**config.mk**
```make
export PLATFORM = sky130hd
export DESIGN_NAME = combine_regs
export DESIGN_NICKNAME = d
export VERILOG_FILES = /design/src/combine_pkg.sv /design/src/combine_regs.sv
export SDC_FILE = /design/constraint.sdc
export NUM_CORES = 1
export LEC_CHECK = 0
export BUFFER_PORTS_ARGS = -buffer_cell sky130_fd_sc_hd__buf_4
export CORE_UTILIZATION = 40
export DETAILED_ROUTE_END_ITERATION = 8
export RECOVER_POWER = 50
export SLEW_MARGIN = 20
export SYNTH_ARGS = -nofsm -noshare
export SYNTH_HDL_FRONTEND = slang
export SYNTH_SLANG_ARGS = --single-unit
```
**constraint.sdc**
```tcl
create_clock -name rclk -period 2.5 [get_ports rclk]
set_input_delay 0.5 -clock rclk [delete_from_list [all_inputs] [get_ports rclk]]
set_output_delay 0.5 -clock rclk [all_outputs]
set_load 0.02 [all_outputs]
```
**src/combine_pkg.sv**
```systemverilog
`default_nettype none

package combine_pkg;

    // One camera pixel.
    typedef logic [15:0] pix_t;

    // Output pair, camera 1 in the upper half.
    typedef struct packed {
        pix_t pixel_1;
        pix_t pixel_2;
    } pix_pair_t;

    typedef logic [1:0]  reg_addr_t;
    typedef logic [15:0] reg_data_t;

    // Host command, held steady while req is high.
    typedef struct packed {
        logic      we;
        reg_addr_t addr;
        reg_data_t wdata;
    } host_req_t;

    // Register map.
    localparam reg_addr_t REG_CTRL     = 2'd0; // Bit 0 is enable.
    localparam reg_addr_t REG_LINE_LEN = 2'd1; // Zero disables finish.
    localparam reg_addr_t REG_LINE_CNT = 2'd2; // Write clears.

endpackage : combine_pkg

`default_nettype wire
```
**src/combine_regs.sv**
```systemverilog
`timescale 1ns/1ps
`default_nettype none

module combine_regs (
    input  logic                   rclk,
    input  logic                   arst_n,
    input  logic                   req,
    input  combine_pkg::host_req_t host,
    output logic                   ack,
    output combine_pkg::reg_data_t rdata,
    input  logic                   finish,
    output logic                   enable,
    output combine_pkg::reg_data_t line_len
);

    import combine_pkg::*;

    typedef enum logic [1:0] {
        IDLE,
        ACK,
        WAIT_DROP
    } hs_state_t;

    hs_state_t state;
    reg_data_t line_cnt;
    reg_data_t rd_mux;
    logic      access;
    logic      cnt_clr;

    assign access  = (state == IDLE) && req;
    assign cnt_clr = access && host.we && (host.addr == REG_LINE_CNT);

    always_comb begin
        case (host.addr)
            REG_CTRL:     rd_mux = {15'b0, enable};
            REG_LINE_LEN: rd_mux = line_len;
            REG_LINE_CNT: rd_mux = line_cnt;
            default:      rd_mux = '0;
        endcase
    end

    always_ff @(posedge rclk or negedge arst_n) begin
        if (!arst_n) begin
            state    <= IDLE;
            ack      <= 1'b0;
            enable   <= 1'b0;
            line_len <= '0;
        end else begin
            case (state)
                IDLE: if (req) begin
                    ack   <= 1'b1;
                    state <= ACK;
                    if (host.we && host.addr == REG_CTRL) enable <= host.wdata[0];
                    if (host.we && host.addr == REG_LINE_LEN) line_len <= host.wdata;
                end
                ACK: if (!req) begin
                    ack   <= 1'b0;
                    state <= WAIT_DROP;
                end
                default: state <= IDLE; // One idle cycle after ack drops.
            endcase
        end
    end

    // Valid with the rising ack.
    always_ff @(posedge rclk) begin
        if (access) begin
            rdata <= rd_mux;
        end
    end

    always_ff @(posedge rclk or negedge arst_n) begin
        if (!arst_n) begin
            line_cnt <= '0;
        end else if (cnt_clr) begin
            line_cnt <= '0;
        end else if (finish) begin
            line_cnt <= line_cnt + 1'b1;
        end
    end

endmodule : combine_regs

`default_nettype wire

```
---- Yosys cells after proc, flatten, opt, wreduce, memory -nomap -nowiden ----
Index checks and enable logic that the tools add are counted.
storage, ports and cells
  logic and storage cells ................. 34
  register bits after elaboration ......... 52
  output and inout port bits .............. 34
  bits of input ports ..................... 23
operators by class
  eq/ne operators ......................... 5
  add/sub/neg operators ................... 1
  reductions and logical operators ........ 13
  multiplexer cells ....................... 9
operators by type and width
  kind                   count
  $pmux 16 s3            1
  $mux 16                2
  $add 16x1->16 const B  1
  $reduce_and 3->1       3
  $logic_and 1x1->1      5
  $eq 2x1->1 const B     2
  $logic_not 2->1        2
  $mux 2                 2
  $ne 2x2->1 const B     2
  $pmux 2 s2             1
  $reduce_bool 2->1      2
  $eq 2x2->1 const B     1
  $mux 1                 2
  $pmux 1 s2             1
  $reduce_and 2->1       1

---- Longest topological paths before layout ----
  word-level depth ........................ 5
  depth in mapped cells ................... 6
  mapped depth without buffers ............ 5

---- Worst setup path before layout ----
Ideal clock, no wire load.
  path type ............................... input to register
  from .................................... input req
  to ...................................... register rdata[0], enable pin
  buffers on the path ..................... 0
  setup time .............................. 0.390 ns
  slack ................................... 0.656 ns
  cell stages on the path ................. 2
  arrival ................................. 1.454 ns
  data required time ...................... 2.110 ns
  cell sequence ........................... nor2b_1 nor2b_1
between the ends
  longest elaborated chain between the ends .. 1
ends and longest elaborated chain
  item                  line                source
  from (decl)           combine_regs.sv:7   input logic req,
  $logic_and 1x1->1     combine_regs.sv:30  assign access = (state == IDLE) && req;
  via access            combine_regs.sv:27  logic access;
  to (signal assigned)  combine_regs.sv:68  rdata <= rd_mux;
  to (decl)             combine_regs.sv:10  output combine_pkg::reg_data_t rdata,
The timed path passes the listed nets, and every way through them passes these cells.
A chain may end at the register's enable or synchronous reset.

---- Worst setup path in the final report ----
  from .................................... input host[17] in the netlist's numbering
  to ...................................... register line_len[9]
between the ends
  longest elaborated chain between the ends .. 3
ends and longest elaborated chain
  item                               line                source
  from (decl)                        combine_regs.sv:8   input combine_pkg::host_req_t host,
  $eq 2x1->1                         combine_regs.sv:54  if (host.we && host.addr == REG_LINE_LEN) line_len <= host.wdata;
  $logic_and 1x1->1                  combine_regs.sv:54
  $reduce_and 3->1 (no source line)  --
  to (signal assigned)               combine_regs.sv:54
  to (decl)                          combine_regs.sv:13  output combine_pkg::reg_data_t line_len
Every way passes these cells.

==> results.cfg <==
[synthesis]
synth.avg_cell_area_um2 = 13.4
synth_flop_cell = dfrtp_1
ys_warn_count = 0
synthCells = 168
yosys_register_bits = 52
synth-async-reset-ratio = 0.692
synthAdderAreaFrac = 0.00555
synth-simple-area-share = 0.136
synth_edf_count = 16
syn_nets = 192
muxShareOfSynthArea = 0.100
yosysUniqueCellTypes = 32
synth-seq-area-share = 0.613
synth_compound_gate_area_share = 0.0738
synth_top_family_by_area = simple AND/OR/NAND/NOR gates
netlist_area_um2 = 2250
synth_xor_area_frac = 0.0466

[detailed_routing]
vias_per_cell = 5.10
dr.first_iter.drc_count = 110
wl_um = 4620
vias = 1514
drc_errors = 0
first_pass_iters = 4
drt.antenna.violating_nets = 0
detail_route.wl_per_cell_um = 15.6

[timing]
finalSetupViolCount = 0
slew_headroom = 0.562
setup_slack_ns = 0.638
skew_ns = 0.00595
fin_crit_sh = 0.745
timing.final.crit_period_ns = 1.86
holdWs_ns = 0.138
worst_pin_slew_ns = 0.654
slew_violations = 0
clock.fmax_mhz = 537
rsz0062_at_grt = false
hold_violations = 0

[die]
die_h_um = 77.1
die_w_um = 77.1
io_pins = 57
num_rows = 26
start_util = 0.428
die_area_um2 = 5940
core_area_um2 = 5270

[global_routing]
grt_pass1_vias = 1451
grt_pass1_wl_um = 7610
grt_max_degree = 37
globalRouteTotalUtil = 0.170
gr-total-overflow = 0
antenna_found_initial = 0

[pwr]
intPower_mw = 1.57
p_sw_mw = 0.707
peakVddDrop_mv = 0.464
seq_power_share = 0.526
swShare = 0.310
power_frac_clock = 0.246
power_frac_comb = 0.228
p_leak_nw = 1.20
p_per_area_nw_per_um2 = 814

[clock_network]
clock_latency_ns = 0.30
ctsResizeCount = 0
cts-buffers-inserted = 5
root_buffer = clkbuf_8
clk_pin_slew_ns = 0.09
h-tree-depth = 2
ctsLongestPathBuffers = 2
cts_tree = done
post_cts_buffers = 0
cts.sinks = 52
holdBufCountCts = 0

[critical_path]
r2r_slack_ns = 0.86
cpMaxStageDelayCell = nor2b_2
cp-start-kind = primary input
crit_required_ns = 2.68
max_stage_delay_ns = 0.55
critPathMaxFanout = 17
arrival_ns = 2.05
crit_path_end_kind = flip-flop
critPathKind = in2reg
path_cells = clkbuf_1 -> nor2b_2 -> nand2_2 -> mux2_1

[job]
maxCapViolations = 0

[placed_design]
place_ws_ns = -0.130
io_buffers = 56
hpwl_um = 3410
placed_cell_area_um2 = 2740
gp_congestion = 0.728

[layout]
multiInputGateArea_um2 = 820
layout_commonest_cell = buf_4
nets = 250
diodes = 0
drive_gt1_frac = 0.313
mostFrequentLayoutCells = buf_4, dfrtp_1, nor2_1, edfxtp_1, a22o_1
fillers = 495
seq_area_um2 = 1380
area_delta_synth_final_pct = 24.2
fin_area_um2 = 2800

[hold_path]
hold_path.class = in2async

[status]
status = finished clean
metal layers:
metal	share of wire	wire length (µm)	global-route usage	vias to the layer above
met2	0.46	2150	0.255	41
met1	0.47	2190	0.239	745
li1	-	-	-	721
met3	0.046	213	0.0381	7
met5	0	0	0	-
met4	0.015	69	0.0623	0
power by group through the flow:
| stage | sequential (mW) | clock (mW) | combinational, mW |
|---|---|---|---|
| 2_1_floorplan | 1.29 | 0 | 0.199 |
| 3_3_place_gp | 1.21 | 0 | 0.526 |
| 3_5_place_dp | 1.22 | 0 | 0.543 |
| 4_1_cts | 1.20 | 0.580 | 0.545 |
| 5_1_grt | 1.22 | 0.621 | 0.566 |
| 6_report | 1.20 | 0.562 | 0.519 |
Yosys cell counts, drive strengths merged, types with 3 or more instances:
cell type,n,area [µm²]
o21ai,5,25.0
nor2,18,72.6
nand3,5,25.0
buf,7,43.8
edfxtp,16,480
nor4,3,37.5
nor2b,5,31.3
xor2,3,26.3
nand2,7,28.8
xnor2,9,78.8
dfrtp,36,901
nand4,4,52.6
mux2,18,206
nor3,4,20.0
a22o,15,131
flip-flops by register name, summed over array words and instances, names as in the netlist:
register,cells
ack,1
enable,1
line_cnt,16
line_len,16
rdata,16
state,2
worst paths after layout:
check | from | end | depth (start not counted)
worst max register to register | state[1] | line_len[9] | 3
min in group rclk | req | state[1] | 2
worst max-delay path | host[17] | line_len[9] | 4
worst min-delay path | arst_n | state[0] | 1
max in group asynchronous | arst_n | line_cnt[8] | 1
worst min register to register | state[1] | state[1] | 1
layout make-up:
class | instances | area share
Tap cell | 70 | 0.0313
Multi-Input combinational cell | 106 | 0.293
Inverter | 2 | 0.00268
Timing Repair Buffer | 59 | 0.140
Clock inverter | 3 | 0.0152
Clock buffer | 5 | 0.0246
Sequential cell | 52 | 0.494
worst max-delay path, delay by kind of cell:
kind,cells,cell delay [ns]
and+or+nand+nor,2,0.98
buffers and inverters,1,0.13
muxes,1,0.43
through the flow:
step	power, mW	instances	setup TNS (ns)	util
2_1_floorplan	1.49	168	0	-
4_1_cts	2.32	297	0	0.540
6_report	2.28	297	0	0.531
3_3_place_gp	1.73	289	-0.165	0.519
3_5_place_dp	1.76	289	-1.60	0.519
5_1_grt	2.41	297	0	0.531
cells by family after synthesis:
logic type                 after synthesis
DFF                                     52
and+or+nand+nor                         51
AOI/OAI and AO/OA                       22
muxes                                   20
xor gates and xnor gates                12
buffers and inverters                   10
adders and majority gates                1
Note: power is estimated with default switching activity, not from simulation.
