==> config.mk <==
export PLATFORM = sky130hd
export DESIGN_NAME = line_wr_ctrl
export DESIGN_NICKNAME = d
export VERILOG_FILES = /design/src/line_wr_ctrl.sv
export SDC_FILE = /design/constraint.sdc
export NUM_CORES = 1
export LEC_CHECK = 0
export BUFFER_PORTS_ARGS = -buffer_cell sky130_fd_sc_hd__buf_2
export CORE_ASPECT_RATIO = 0.75
export CORE_MARGIN = 2
export CORE_UTILIZATION = 39
export DETAILED_ROUTE_END_ITERATION = 10
export PLACE_DENSITY = 0.58
export REMOVE_ABC_BUFFERS = 1
export SYNTH_ARGS = -nofsm -noshare
export SYNTH_HDL_FRONTEND = slang
export SYNTH_SLANG_ARGS = --single-unit
==> constraint.sdc <==
create_clock -name pclk -period 2.2 [get_ports pclk]
set_clock_uncertainty 0.15 [all_clocks]
set_input_delay 0.11 -clock pclk [delete_from_list [all_inputs] [get_ports pclk]]
set_output_delay 0.11 -clock pclk [all_outputs]
set_load 0.02 [all_outputs]
==> src/line_wr_ctrl.sv <==
`timescale 1ns/1ps
`default_nettype none

module line_wr_ctrl #(
    parameter  int LINE_PIX = 1024,
    localparam int ADDR_W   = $clog2(LINE_PIX),
    localparam int PTR_W    = ADDR_W + 1
) (
    input  logic              pclk,
    input  logic              arst_n,
    input  logic              enable,
    input  logic              inited,
    input  logic              href,
    output logic              wr_en,
    output logic [ADDR_W-1:0] wr_addr,
    output logic [PTR_W-1:0]  wr_ptr_gray
);

    logic             en_meta;
    logic             en_sync;
    logic [PTR_W-1:0] ptr_bin;
    logic [PTR_W-1:0] ptr_next;

    // Enable comes from the rclk register block.
    always_ff @(posedge pclk or negedge arst_n) begin
        if (!arst_n) begin
            en_meta <= 1'b0;
            en_sync <= 1'b0;
        end else begin
            en_meta <= enable;
            en_sync <= en_meta;
        end
    end

    assign wr_en    = href & inited & en_sync;
    assign ptr_next = ptr_bin + 1'b1;
    assign wr_addr  = ptr_bin[ADDR_W-1:0]; // Wraps with the buffer.

    // Gray copy tracks the binary pointer, one bit changes per write.
    always_ff @(posedge pclk or negedge arst_n) begin
        if (!arst_n) begin
            ptr_bin     <= '0;
            wr_ptr_gray <= '0;
        end else if (wr_en) begin
            ptr_bin     <= ptr_next;
            wr_ptr_gray <= ptr_next ^ (ptr_next >> 1);
        end
    end

endmodule : line_wr_ctrl

`default_nettype wire

Word level (Yosys, flattened, before mapping)
Cells that the tools add are included.
{ "word_totals": {"reg_bits": 24, "wordCells": 8, "input_bits": 5} }
{ "op_classes": {"addsub": 1, "n_bitwise": 3} }
{ "op_table": {"columns": ["op", "n"], "rows": [
  ["$add 11x1->11 const B", 1],
  ["$xor 11x10->11", 1],
  ["$and 1x1->1", 2]
]} }

Logic depth before layout (Yosys ltp)
{ "logic_depth": {"depth_word": 2, "mapped_depth": 6, "depth_no_buf": 5} }

Worst setup path before layout
OpenSTA, ideal clock, no wires.
{ "synth_timing": {"path_kind": "reg2reg", "startpoint": "register ptr_bin[1]", "endpoint": "register wr_ptr_gray[7]", "stages_incl_launch_ff": 7, "n_path_buf": 1, "slack_ns": 0.160, "synth_period_minus_slack_ns": 2.040, "arrival_ns": 1.808, "t_required_ns": 1.968, "path_cell_list": "dfrtp_1 ha_1 buf_2 nand3_1 or3_1 a211o_1 a31oi_1"} }
{ "synth_via": {"elab_chain_len": 2} }
{ "synth_lines": {"columns": ["item", "line_no", "rtl"], "rows": [
  ["from (decl)", "21", "logic [PTR_W-1:0] ptr_bin;"],
  ["from (signal assigned)", "45", "ptr_bin <= ptr_next;"],
  ["$add 11x1->11", "36", "assign ptr_next = ptr_bin + 1'b1;"],
  ["$xor 11x10->11", "46", "wr_ptr_gray <= ptr_next ^ (ptr_next >> 1);"],
  ["to (signal assigned)", "46", null],
  ["to (decl)", "16", "output logic [PTR_W-1:0] wr_ptr_gray"]
]} }
Every way passes these cells.
A chain may end at the register's enable or synchronous reset.

Final worst setup path
{ "layout_timing": {"startpoint": "register ptr_bin[5]", "endpoint": "register wr_ptr_gray[7]"} }
The elaborated chain is that of the path after synthesis.

==> results.rst <==
.. list-table::
   :header-rows: 1

   * - Metric
     - Value
   * - Clock network fraction of design power
     - 0.180
   * - Global-route usage over all layers
     - 0.160
   * - Clock sink count
     - 23
   * - Final critical path time including I/O delays and setup
     - a little over 2000 ps
   * - Gate power share
     - 0.430
   * - Post-synthesis instance area
     - 1290 µm²
   * - Leak Pwr
     - 0.748 nW
   * - Max-cap violations
     - 0
   * - Final global-route overflow total
     - 0
   * - Final number of hold-violating endpoints
     - 0
   * - TritonCTS Buffers
     - 3
   * - Number of DRC markers after the initial detailed-route iteration
     - 33
   * - Actual transition at the worst max-transition pin
     - 522 ps
   * - Global-route wire length before repair
     - between 4000 and 5000 µm
   * - Number of pins with negative max-slew slack in the final report
     - 0
   * - Worst path max stage delay
     - 440 ps
   * - Setup repair after global routing missed its margin
     - false
   * - Horizontal die dimension
     - 70.3 µm
   * - Share of power burned in registers
     - 0.389
   * - Total number of nets in the final design
     - 168
   * - Dominant register cell in the synthesized netlist
     - sky130_fd_sc_hd__dfrtp_1
   * - Initial antenna violation count
     - 0
   * - Fraction of power spent switching nets
     - 0.385
   * - Wirelength per Cell
     - 13.6 µm
   * - Worst ir drop on vdd
     - 0.507 mV
   * - CTS Buffer Depth
     - 2
   * - Leading cell type in the layout, fill and taps excluded
     - sky130_fd_sc_hd__buf_2
   * - Setup Viol. Count Final
     - 0
   * - Post-synth EDFFs
     - 0
   * - Final period utilization
     - 0.937
   * - Antenna diode count
     - 0
   * - CP Cell Sequence
     - nand4_1 > buf_4 > or3_1 > a211o_1 > a31oi_1
   * - Commonest cells after routing, fill and taps aside
     - 26 x sky130_fd_sc_hd__buf_2, 23 x sky130_fd_sc_hd__dfrtp_1, 13 x sky130_fd_sc_hd__nand2_1, 12 x sky130_fd_sc_hd__buf_4, 10 x sky130_fd_sc_hd__xnor2_1
   * - Relative slew slack
     - 0.652
   * - Compound-gate portion of the synthesized area
     - 0.132
   * - Cell count after placement
     - between 150 and 200
   * - Rows
     - 18
   * - Count of input and output buffers
     - 26
   * - Worst reg2reg startpoint
     - ptr_bin[5]
   * - HP Class
     - primary input to asynchronous set/reset pin
   * - Maximum number of pins on one net before global-route repair
     - 24
   * - Aggregate negative setup slack
     - 0 ps
   * - Required @ worst endpoint
     - ~2200 ps
   * - Via count normalized by instance count
     - 5.18
   * - Area occupied by registers
     - 576 µm²
   * - Initial standard-cell utilization of the core
     - 0.400
   * - Data arrival time of the critical path
     - 2100 ps
   * - Fraction of final layout cells with drive strength greater than 1
     - 0.298
   * - CTS root buffer
     - sky130_fd_sc_hd__clkbuf_8
   * - R2r worst-path depth
     - 5
   * - Standard cell with the maximum stage delay on the critical path
     - sky130_fd_sc_hd__dfrtp_1
   * - Placement Cell Area
     - 1480 µm²
   * - Io pins
     - 27
   * - Final cell area excluding filler cells
     - 1560 µm²
   * - Parity-gate share of the synthesized area counting xor and xnor cells
     - 0.157
   * - Launch point of the worst path
     - ptr_bin[5]
   * - Number of H-tree levels
     - 1
   * - Pint
     - roughly 0.9 mW
   * - Number of synthesized register bits
     - 23
   * - Maximum net fanout on the critical path
     - 7
   * - F_max
     - 485 MHz
   * - Simple logic cell fraction of the synthesized area
     - 0.191
   * - Number of fillers in the final layout
     - 310
   * - Overall die area
     - 3780 µm²
   * - Overall routed net length
     - 2730 µm
   * - Total via count after detailed routing
     - about 1000
   * - Critical setup path kind
     - register to register
   * - Part of the Yosys area used for sequential elements
     - 0.447
   * - DIE HEIGHT
     - 53.8 µm
   * - Adder-cell share of the synthesized area
     - 0.00972
   * - Gate Count Post-Synth
     - 127
   * - Worst hold slack after final layout
     - 198 ps
   * - Flop-to-flop setup slack
     - between 100 and 150 ps
   * - Dominant combinational cell family by area after synthesis
     - simple AND/OR/NAND/NOR gates
   * - First-pass iteration count of the detailed router
     - 4
   * - Via count of the first global-routing pass
     - 955
   * - RD Place Congestion
     - ~0.77
   * - Unique masters post-synth
     - 38
   * - Ys async rst share
     - 1.00
   * - Syn avg cell area
     - 10.1 µm²
   * - Critical R2R Capture
     - wr_ptr_gray[7]
   * - Critical Path Source Type
     - register
   * - Placed wire-length estimate
     - 1980 µm
   * - Yosys warning total
     - 0
   * - Net switching component of the power
     - 0.561 mW
   * - Clock tree from TritonCTS
     - built
   * - Antenna-violating nets left
     - 0
   * - Worst setup path end
     - wr_ptr_gray[7]
   * - Power per cell area
     - roughly 930 nW/µm²
   * - Combined area of the multi-input logic cells
     - about 650 µm²
   * - Non-filler cells in the finished layout
     - 201
   * - CTS clock-pin slew for the worst setup and hold paths
     - 80 ps
   * - Multiplexer fraction of the synthesized cell area
     - 0.00875
   * - Run status
     - completed
   * - Signed area change from the synthesized netlist to the final layout
     - 21.5%
   * - Floorplan core area
     - 3220 µm²
   * - Critical path endpoint category
     - register
   * - Insertion delay of the later-clocked pin in the worst-skew pair
     - between 200 and 300 ps
   * - DRC errors left
     - 0
## worst min-delay path by stage
stage	start	to	slack, ps	depth (start not counted)
floorplan	arst_n	en_meta	-340	0
global placement	arst_n	wr_ptr_gray[0]	-30	1
detailed placement	arst_n	wr_ptr_gray[10]	-30	1
CTS	inited	wr_ptr_gray[6]	200	3
global route	arst_n	wr_ptr_gray[10]	230	2
finish	arst_n	wr_ptr_gray[10]	200	2
## cell usage after synthesis (all sizes together), types with 3 or more instances
master  count  area, µm²
o211ai      3       22.5
xnor2      10       87.6
nor3        5       25.0
o21ai       8       40.0
nor2        4       15.0
nand3      10       55.1
dfrtp      23        576
a31oi       3       18.8
buf         8       53.8
xor2        8       70.1
nand4       3       18.8
nand2      13       48.8
## what timing repair did
item                                    in CTS  in global routing
resized for setup                            0                  1
setup buffers                                0                  2
hold endpoints to repair                    24                  0
hold buffers                                 2                  0
endpoints found under the setup margin       0                  2
## power by group through the flow
stage | Clock [mW] | Combinational, mW | Sequential (mW)
floorplan | 0 | 0.278 | 0.703
global placement | 0 | 0.620 | 0.573
detailed placement | 0 | 0.625 | 0.576
CTS | 0.280 | 0.630 | 0.568
global route | 0.297 | 0.704 | 0.585
finish | 0.263 | 0.627 | 0.568
## sequential cells by signal, summed over array words and instances (netlist names)
signal and flops:
ptr_bin 10, wr_ptr_gray 11, en_meta 1, en_sync 1
## per-layer routing
layer | routed length (µm) | vias up | track usage
li1 | - | 514 | -
met1 | 1330 | 500 | 0.210
met3 | 130 | 4 | 0.0524
met4 | 33 | 0 | 0.0481
met2 | 1240 | 23 | 0.258
met5 | 0 | - | 0
## final cells by class
| cell class | count | area share |
|---|---|---|
| Multi-Input combinational cell | 92 | 0.413 |
| Timing Repair Buffer | 40 | 0.154 |
| Tap cell | 40 | 0.0320 |
| Sequential cell | 23 | 0.368 |
| Clock buffer | 4 | 0.0288 |
| Inverter | 2 | 0.00480 |
## per-stage QoR
stage          worst slack [ps]  total power [mW]  utilization
6_report                    138              1.46        0.486
5_1_grt                    21.1              1.59        0.486
4_1_cts                    84.1              1.48        0.480
3_5_place_dp               93.4              1.20        0.460
3_3_place_gp                205              1.19        0.460
2_1_floorplan             -45.0             0.981            -
## critical path, delay by kind of cell, from the launching register on
kind / cells / cell delay, ps
and+or+nand+nor: 2 / 670
AOI/OAI and AO/OA: 2 / 470
buffers and inverters: 1 / 260
DFF: 1 / 440
## cells by family (layout without fill, tap and decap cells)
family,after synthesis,in the layout
xor+xnor,20,20
compound gates,24,24
flops,23,23
fa+ha+maj,1,1
buf+inv,12,46
simple gates,46,46
mux,1,1
Note: power is estimated with default switching activity, not from simulation.
