**config.mk**
```make
export PLATFORM = sky130hd
export DESIGN_NAME = line_rd_ctrl
export DESIGN_NICKNAME = d
export VERILOG_FILES = /design/src/combine_pkg.sv /design/src/line_rd_ctrl.sv
export SDC_FILE = /design/constraint.sdc
export NUM_CORES = 1
export LEC_CHECK = 0
export ABC_CLOCK_PERIOD_IN_PS = 11900
export BUFFER_PORTS_ARGS = -buffer_cell sky130_fd_sc_hd__clkbuf_2
export CAP_MARGIN = 20
export CORE_MARGIN = 4
export CORE_UTILIZATION = 35
export CTS_CLUSTER_DIAMETER = 150
export DETAILED_ROUTE_END_ITERATION = 6
export HOLD_SLACK_MARGIN = 0.06
export PLACE_DENSITY_LB_ADDON = 0.12
export SLEW_MARGIN = 10
export SYNTH_ARGS = -nofsm -noshare
export SYNTH_HDL_FRONTEND = slang
export SYNTH_SLANG_ARGS = --single-unit
```
**constraint.sdc**
```tcl
create_clock -name rclk -period 11.9 [get_ports rclk]
set_input_delay 2.38 -clock rclk [delete_from_list [all_inputs] [get_ports rclk]]
set_output_delay 2.38 -clock rclk [all_outputs]
set_load 0.01 [all_outputs]
```
**src/combine_pkg.sv**
```systemverilog
`default_nettype none

package combine_pkg;

    // One camera pixel.
    typedef logic [15:0] pix_t;

    // Output pair, camera 1 in the upper half.
    typedef struct packed {
        pix_t pixel_1;
        pix_t pixel_2;
    } pix_pair_t;

    typedef logic [1:0]  reg_addr_t;
    typedef logic [15:0] reg_data_t;

    // Host command, held steady while req is high.
    typedef struct packed {
        logic      we;
        reg_addr_t addr;
        reg_data_t wdata;
    } host_req_t;

    // Register map.
    localparam reg_addr_t REG_CTRL     = 2'd0; // Bit 0 is enable.
    localparam reg_addr_t REG_LINE_LEN = 2'd1; // Zero disables finish.
    localparam reg_addr_t REG_LINE_CNT = 2'd2; // Write clears.

endpackage : combine_pkg

`default_nettype wire
```
**src/line_rd_ctrl.sv**
```systemverilog
`timescale 1ns/1ps
`default_nettype none

module line_rd_ctrl #(
    parameter  int LINE_PIX = 1024,
    localparam int ADDR_W   = $clog2(LINE_PIX),
    localparam int PTR_W    = ADDR_W + 1
) (
    input  logic                   rclk,
    input  logic                   arst_n,
    input  logic                   enable,
    input  combine_pkg::reg_data_t line_len,
    input  logic [PTR_W-1:0]       wr_ptr_gray_1,
    input  logic [PTR_W-1:0]       wr_ptr_gray_2,
    output logic [ADDR_W-1:0]      rd_addr,
    output logic                   valid,
    output logic                   finish,
    output logic [PTR_W-1:0]       ahead
);

    import combine_pkg::*;

    logic [1:0][PTR_W-1:0] gray_meta;
    logic [1:0][PTR_W-1:0] gray_sync;
    logic [PTR_W-1:0]      wr_bin_1;
    logic [PTR_W-1:0]      wr_bin_2;
    logic [PTR_W-1:0]      fill_1;
    logic [PTR_W-1:0]      fill_2;
    logic [PTR_W-1:0]      rd_ptr;
    logic                  rd_issue;
    logic                  line_last;
    reg_data_t             pix_cnt;
    reg_data_t             cnt_next;

    function automatic logic [PTR_W-1:0] gray2bin(input logic [PTR_W-1:0] g);
        logic [PTR_W-1:0] b;
        b[PTR_W-1] = g[PTR_W-1];
        for (int i = PTR_W - 2; i >= 0; i--) begin
            b[i] = b[i+1] ^ g[i];
        end
        return b;
    endfunction

    // Two flops per pointer, both cameras at once.
    always_ff @(posedge rclk or negedge arst_n) begin
        if (!arst_n) begin
            gray_meta <= '0;
            gray_sync <= '0;
        end else begin
            gray_meta <= {wr_ptr_gray_2, wr_ptr_gray_1};
            gray_sync <= gray_meta;
        end
    end

    assign wr_bin_1 = gray2bin(gray_sync[0]);
    assign wr_bin_2 = gray2bin(gray_sync[1]);
    assign fill_1   = wr_bin_1 - rd_ptr;
    assign fill_2   = wr_bin_2 - rd_ptr;

    // Read only when both cameras have an unread pixel.
    assign rd_issue  = enable && (fill_1 != '0) && (fill_2 != '0);
    assign rd_addr   = rd_ptr[ADDR_W-1:0];
    assign cnt_next  = pix_cnt + 1'b1;
    assign line_last = (line_len != '0) && (cnt_next >= line_len);

    always_ff @(posedge rclk or negedge arst_n) begin
        if (!arst_n) begin
            rd_ptr  <= '0;
            pix_cnt <= '0;
            valid   <= 1'b0;
            finish  <= 1'b0;
        end else begin
            valid  <= rd_issue;             // Data lands next cycle.
            finish <= rd_issue && line_last;
            if (rd_issue) begin
                rd_ptr  <= rd_ptr + 1'b1;
                pix_cnt <= line_last ? '0 : cnt_next;
            end
        end
    end

    // Lead of the faster camera.
    always_ff @(posedge rclk or negedge arst_n) begin
        if (!arst_n) begin
            ahead <= '0;
        end else if (fill_1 >= fill_2) begin
            ahead <= fill_1 - fill_2;
        end else begin
            ahead <= fill_2 - fill_1;
        end
    end

endmodule : line_rd_ctrl

`default_nettype wire

```
======== After elaboration in Yosys (flattened, before gate mapping) ========
Cells that the tools add are included.
cells by class
  magnitude comparators ................... 2
  mux-type cells .......................... 2
  bitwise operators ....................... 20
  reduce and logical (&&, ||, !) cells .... 7
  add/subtract/negate cells ............... 6
operators with widths
  cell                     number
  $sub A11 B11 Y11         4
  $reduce_bool A11 Y1      2
  $xor A1 B1 Y1            20
  $add A16 B1 Y16 const B  1
  $ge A16 B16 Y1           1
  $mux W16                 1
  $reduce_bool A16 Y1      1
  $add A11 B1 Y11 const B  1
  $ge A11 B11 Y1           1
  $mux W11                 1
  $logic_and A1 B1 Y1      4
storage, ports and cells
  output and inout port bits .............. 23
  flip-flop bits (word level) ............. 84

======== Logic depth before layout (Yosys ltp) ========
Gate-level depths: netlist of the first run.
  depth after elaboration ................. 15
  depth in mapped cells ................... 24
  gate-level depth less buffers ........... 22

======== Worst setup path before layout of the first run ========
OpenSTA, ideal clock, no wires.
  path type ............................... register -> register
  start ................................... register gray_sync[21] (netlist name)
  end ..................................... register ahead[2]
  buffers on the path ..................... 2
  required time ........................... 11.766 ns
  arrival time ............................ 5.092 ns
  cell stages (with the launch flop) ...... 25
  slack ................................... 6.674 ns
  clock period less this slack ............ 5.226 ns
  cell sequence ........................... dfrtp_1 -> xor2_1 -> xnor2_1 -> xor2_1 -> xnor2_1 -> xnor2_1 -> xor2_1 -> xnor2_1 -> ha_1 -> fa_1 -> nor2b_1 -> o21bai_1 -> a21oi_1 -> xnor2_1 -> inv_1 -> ha_1 -> buf_1 -> nand2_1 -> o21a_1 -> a31oi_1 -> a221oi_1 -> or3_1 -> buf_2 -> a2111oi_2 -> a211oi_1
between the ends
  word-level cells in the longest chain between the ends .. 13
RTL lines
  what                                      RTL line            source
  start: declaration                        line_rd_ctrl.sv:24  logic [1:0][PTR_W-1:0] gray_sync;
  start signal: assignment                  line_rd_ctrl.sv:51  gray_sync <= gray_meta;
  $xor A1 B1 Y1 (10 in series)              line_rd_ctrl.sv:39  b[i] = b[i+1] ^ g[i];
  $sub A11 B11 Y11 (*)                      line_rd_ctrl.sv:58  assign fill_2 = wr_bin_2 - rd_ptr;
  $sub A11 B11 Y11 (tied with other cells)  line_rd_ctrl.sv:89  ahead <= fill_2 - fill_1;
  $mux W11 (*)                              line_rd_ctrl.sv:86  end else if (fill_1 >= fill_2) begin
  end signal: assignment                    line_rd_ctrl.sv:87  ahead <= fill_1 - fill_2;
  end signal: assignment                    line_rd_ctrl.sv:89
  end: declaration                          line_rd_ctrl.sv:18  output logic [PTR_W-1:0] ahead
Every way passes the cells marked *; elsewhere a longest branch is shown, timed or not.
A chain may end at the register's enable or synchronous reset.

======== Worst setup path after layout of the first run ========
  start ................................... register gray_sync[21] (netlist name)
  end ..................................... register ahead[4]
The elaborated chain is that of the path after synthesis.

==> results of run 1 <==
## cells by family (layout without fill, tap and decap cells)
logic type / Yosys count / after routing
muxes: 2 / 2
and+or+nand+nor: 197 / 197
xor gates and xnor gates: 66 / 66
AOI/OAI and AO/OA: 135 / 135
buffers and inverters: 89 / 147
DFF: 84 / 84
adders and majority gates: 62 / 62
## metal layers
layer	vias to the layer above	global-route usage
met3	10	0.03448
met1	2137	0.2014
met5	-	0
li1	2334	-
met2	75	0.2248
met4	0	0.04222
## layout by cell type, fill, tap and decap left out, drive strengths merged, types with 4 or more instances in the layout
master  instances
fa              4
o21ai          25
buf             4
a21o           18
clkbuf         73
o211ai          6
nor2           37
nor2b           8
dfrtp          84
nand4          13
a32o            9
xor2           22
a221oi          7
nand2          41
nand3          24
xnor2          44
a21oi          20
a211oi         11
and2            5
or2            18
o21a            8
nand2b         11
nor4            9
or3             5
nand3b          4
a211o           5
nor3           15
ha             58
inv            66
## cell usage after synthesis, drive strengths merged (8+ instances only)
cell,n,share of area
nor2b,8,0.0084
a211oi,11,0.015
inv,65,0.041
or2,18,0.019
nand4,13,0.014
xnor2,44,0.066
nor3,15,0.013
a21o,18,0.023
ha,58,0.12
o21ai,25,0.022
nor2,37,0.024
nand3,24,0.021
a21oi,20,0.019
dfrtp,84,0.35
nor4,9,0.010
xor2,22,0.032
a32o,9,0.015
nand2b,11,0.012
buf,16,0.018
o21a,8,0.010
clkbuf,8,0.0052
nand2,41,0.026
## cell type report
class / count / area share
Tap cell: 220 / 0.04093
Sequential cell: 84 / 0.3126
Clock inverter: 5 / 0.005395
Inverter: 65 / 0.03628
Timing Repair Buffer: 66 / 0.05060
Multi-Input combinational cell: 462 / 0.5181
Clock buffer: 11 / 0.03609
## critical path: stages (launching register included)
cell and delay [ns]:
dfrtp_1 0.40, xor2_1 0.21, xnor2_1 0.18, xor2_1 0.25
xnor2_1 0.20, xnor2_1 0.20, xor2_1 0.48, xnor2_1 0.14
ha_1 0.22, fa_1 0.41, nor2b_1 0.18, o21bai_1 0.13
a21oi_1 0.18, xnor2_1 0.19, inv_1 0.08, ha_1 0.42
nand2_1 0.12, o21a_1 0.21, a31oi_1 0.26, a221oi_1 0.17
nor4_2 0.71, or4_1 0.21, o2111a_1 0.18
## final timing paths
check,start,endpoint,depth (start not counted)
setup / recovery,gray_sync[21]$_DFF_PN0_,ahead[4]$_DFF_PN0_,22
hold / removal,gray_meta[10]$_DFF_PN0_,gray_sync[10]$_DFF_PN0_,0
setup reg to reg,gray_sync[21]$_DFF_PN0_,ahead[4]$_DFF_PN0_,22
max in group asynchronous,arst_n,gray_meta[9]$_DFF_PN0_,2
min in group asynchronous,arst_n,finish$_DFF_PN0_,1
hold reg to reg,gray_meta[10]$_DFF_PN0_,gray_sync[10]$_DFF_PN0_,0
## metrics by stage
step                      cell area [µm²]  setup slack (ns)
final                                6725             6.088
after global placement               6446             6.187
after floorplan                      5972             6.674
after CTS                            6725             5.987
after global routing                 6725             5.466
after detailed placement             6446             6.006
## sequential cells by signal, summed over array words and instances, names as in the netlist
signal / cells
gray_meta: 22
gray_sync: 22
pix_cnt: 16
ahead: 11
rd_ptr: 11
finish: 1
valid: 1
==> flow_summary.yaml, run 1 <==
outcome:
  status: "finished clean"
clocking:
  htree_num_levels: 3
  postCtsSetupBuffers: 0
  cts_tree: "yes"
  clock_sinks: 84
  root_buffer: "clkbuf_16"
  cts_resized: 0
  clk_path_buf_depth: 2
  cts_buffers: 9
  postCtsHoldBufs: 0
  clk_pin_slew_ns: 0.07
  insertion_delay_ns: 0.35
final_layout:
  seqCellArea_um2: 2102
  diodes: 0
  finalNonFillerCells: 913
  fillers: 1677
  finalNetCount: 791
  multi_input_area_um2: 3485
  area_growth_pct: 12.61
  drive_gt1_frac: 0.1645
  fin_util: 0.4041
sta:
  skew_ns: 0.009649
  slew_violations: 0
  timing.hold.ws_ns: 0.3420
  grt_setup_unrepaired: "no"
  tns_ns: 0
  finalHoldViolations: 0
  timing.fmax_mhz: 172.1
  finalCritPeriodShare: 0.4884
  worstMarginPinSlew_ns: 0.8810
  setup_viol: 0
  min_period_ns: 5.812
  max_slew_margin: 0.4127
drt:
  vias: 4556
  wl_met1_mm: 6.686
  top_layer_used: "met4"
  routed_wl_mm: 13.39
  wire_per_inst_um: 14.67
  met2_wirelength_mm: 5.989
  final_antenna_net_count: 0
  dr_wl_met3_um: 511
  viasPerCell: 4.990
  drc: 0
  first_pass_iters: 6
  drt_iter0_drc: 270
logic_synthesis:
  async_flop_share: 1.000
  synth-simple-area-share: 0.1726
  synthesis.nets: 738
  synthXorXnorAreaFrac: 0.09805
  ys_ff_latch: 84
  syn_inst: 635
  synth_ff_type: "dfrtp_1"
  synth_compound_area_frac: 0.1745
  synth_edf_count: 0
  ys_seq_area_frac: 0.3520
  ys_warn_count: 0
  synth.mux.area_fraction: 0.003352
  synth_adder_area_share: 0.1349
  synth_top_family_by_area: "compound AO/OA/AOI/OAI gates"
  ys_types: 69
  synth_area_um2: 5972
  postSynthAreaPerCell_um2: 9.405
job:
  drv_cap: 0
global_route:
  grt_max_degree: 73
  antenna_found_initial: 0
  gr-total-overflow: 0
  grt_pass1_vias: 4656
  groute.usage.overall: 0.1445
  grt_pass1_wl_mm: 22.90
floorplan:
  core-area_um2: 16640
  fp-row-count: 47
  die_h_um: 138.6
  start_util: 0.3588
  dieArea_um2: 19220
  ios: 64
  dieWidth_um: 138.6
hold_path:
  hp-class: "register to register"
placement:
  gp_congestion: 0.8731
  post-dp-hpwl_mm: 10.60
  place_inst: 897
  port_buffers: 63
worst_setup_path:
  critical_path_required_ns: 12.18
  criticalPathCategory: "register to register"
  crit_arrival_ns: 6.09
  startpoint_type: "register"
  path_max_fanout: 9
  reg2reg_slack_ns: 6.09
  crit_path_end_kind: "register"
Power of run 1 is left out: the tool's default activity adds up to more than one toggle a clock period on the data nets, which glitch-free logic cannot reach.
==> inputs of run 2 (changes only) <==
Settings changed: ABC_CLOCK_PERIOD_IN_PS 11900 to 5400.
Clock period 11.9 ns to 5.4 ns, I/O delays scaled along.
==> run 2 against run 1 <==
Final cell count is 3.0% higher. Routed wire length rose by 5.1%. First-iteration DRC count down 14%. Fmax rose by 12%. Clock-buffer cell count down 2. Clock skew about the same. Sequential share of layout area shrank 1.9 points. Sequential cell count unchanged. Non-clock buffer count grew 27. Global-route usage is 0.13 points higher. Register-to-register slack worse by 5.9 ns. Critical path type unchanged. Largest cell class unchanged.
==> flow_summary.yaml, run 2 (synthesized netlist as in run 1, its figures left out) <==
drt:
  drt_iter0_drc: 231
  first_pass_iters: 4
  viasPerCell: 4.961
  drc: 0
  vias: 4663
  routed_wl_mm: 14.08
  final_antenna_net_count: 0
  wire_per_inst_um: 14.97
placement:
  gp_congestion: 0.8799
  placed_area_um2: 6619
  place_inst: 920
  port_buffers: 63
  post-dp-hpwl_mm: 11.18
clocking:
  clk_path_buf_depth: 2
  htree_num_levels: 3
  cts_buffers: 9
  postCtsHoldBufs: 0
  clk_pin_slew_ns: 0.07
  clock_sinks: 84
  root_buffer: "clkbuf_16"
  cts_tree: "yes"
  insertion_delay_ns: 0.35
floorplan:
  fp-row-count: 47
  start_util: 0.3588
  ios: 64
  dieWidth_um: 138.6
  core-area_um2: 16640
  die_h_um: 138.6
  dieArea_um2: 19220
final_layout:
  seqCellArea_um2: 2102
  finalNonFillerCells: 940
  drive_gt1_frac: 0.2278
  finalInstanceArea_um2: 7149
  mostFrequentLayoutCell: "dfrtp_1"
  reg_top3: "gray_meta x22, gray_sync x22, pix_cnt x16"
  fin_util: 0.4296
  fillers: 1661
  multi_input_area_um2: 3686
  area_growth_pct: 19.72
  layout_common_cells: "dfrtp_1, inv_1, clkbuf_2, ha_1, nand2_1"
  finalNetCount: 818
  diodes: 0
sta:
  min_period_ns: 5.210
  timing.fmax_mhz: 192.0
  worstMarginPinSlew_ns: 0.6123
  finalHoldViolations: 0
  skew_ns: 0.01011
  finalCritPeriodShare: 0.9647
  slew_violations: 0
  max_slew_margin: 0.5905
  setup_viol: 0
global_route:
  grt_pass1_vias: 4606
  grt_pass1_wl_mm: 22.89
  grt_max_degree: 49
  gr-total-overflow: 0
  antenna_found_initial: 0
  groute.usage.overall: 0.1458
worst_setup_path:
  critical_path_required_ns: 5.63
  crit_arrival_ns: 5.44
  r2r_cells: 23
  reg2reg_slack_ns: 0.19
  path_max_fanout: 8
  startpoint_type: "register"
  criticalPathCategory: "register to register"
  crit_path_end_kind: "register"
hold_path:
  hp-class: "register to register"
  worstHoldPathCells: 0
outcome:
  status: "finished clean"
job:
  drv_cap: 0
## run 2: worst paths after layout
| check | from | endpoint |
|---|---|---|
| max | gray_sync[9]$_DFF_PN0_ | ahead[4]$_DFF_PN0_ |
| min | gray_meta[14]$_DFF_PN0_ | gray_sync[14]$_DFF_PN0_ |
| max reg2reg | gray_sync[9]$_DFF_PN0_ | ahead[4]$_DFF_PN0_ |
| min reg2reg | gray_meta[14]$_DFF_PN0_ | gray_sync[14]$_DFF_PN0_ |
| max in group asynchronous | arst_n | rd_ptr[6]$_DFFE_PN0P_ |
| min in group asynchronous | arst_n | pix_cnt[2]$_DFFE_PN0P_ |
## run 2: area by class of cell
type,count,area share
multi-input combinational,462,0.5156
inverter,65,0.03413
timing repair buffer,93,0.07595
tap,220,0.03850
sequential,84,0.2940
clock inverter,7,0.01033
clock buffer,9,0.03150
## run 2: routing by layer
layer | part of all wire | GRT usage
met3 | 0.031 | 0.02897
met1 | 0.50 | 0.2055
met4 | 0.010 | 0.03862
met2 | 0.46 | 0.2305
met5 | 0 | 0
## run 2: timing repair
action,CTS,global route
buffers inserted,0,4
pin swaps,0,12
endpoints found under the setup margin,10,10
resized for setup,2,29
## run 2: critical path: stages (launching register included)
cell,delay (ns)
dfrtp_1,0.41
xor2_2,0.25
xnor2_2,0.15
xor2_1,0.24
xnor2_1,0.20
xnor2_1,0.19
xor2_1,0.17
buf_4,0.17
xnor2_1,0.08
ha_1,0.20
fa_1,0.41
nor2b_1,0.18
buf_4,0.14
o21bai_1,0.08
a31o_2,0.28
a21oi_1,0.22
xnor2_2,0.18
inv_1,0.08
ha_1,0.36
a21oi_1,0.20
o21ai_2,0.07
buf_4,0.17
or4_1,0.50
o2111a_1,0.16
## run 2: metrics by stage
stage	setup TNS (ns)	hold WS (ns)	setup slack, ns
after floorplan	0	0.3312	0.1736
after global placement	0	0.3332	0.1357
after detailed placement	-0.4657	0.3347	-0.09937
after CTS	0	0.3494	0.03966
after global routing	-0.1908	0.3531	-0.04511
final	0	0.3463	0.1904
Power of run 2 is left out for the same reason.
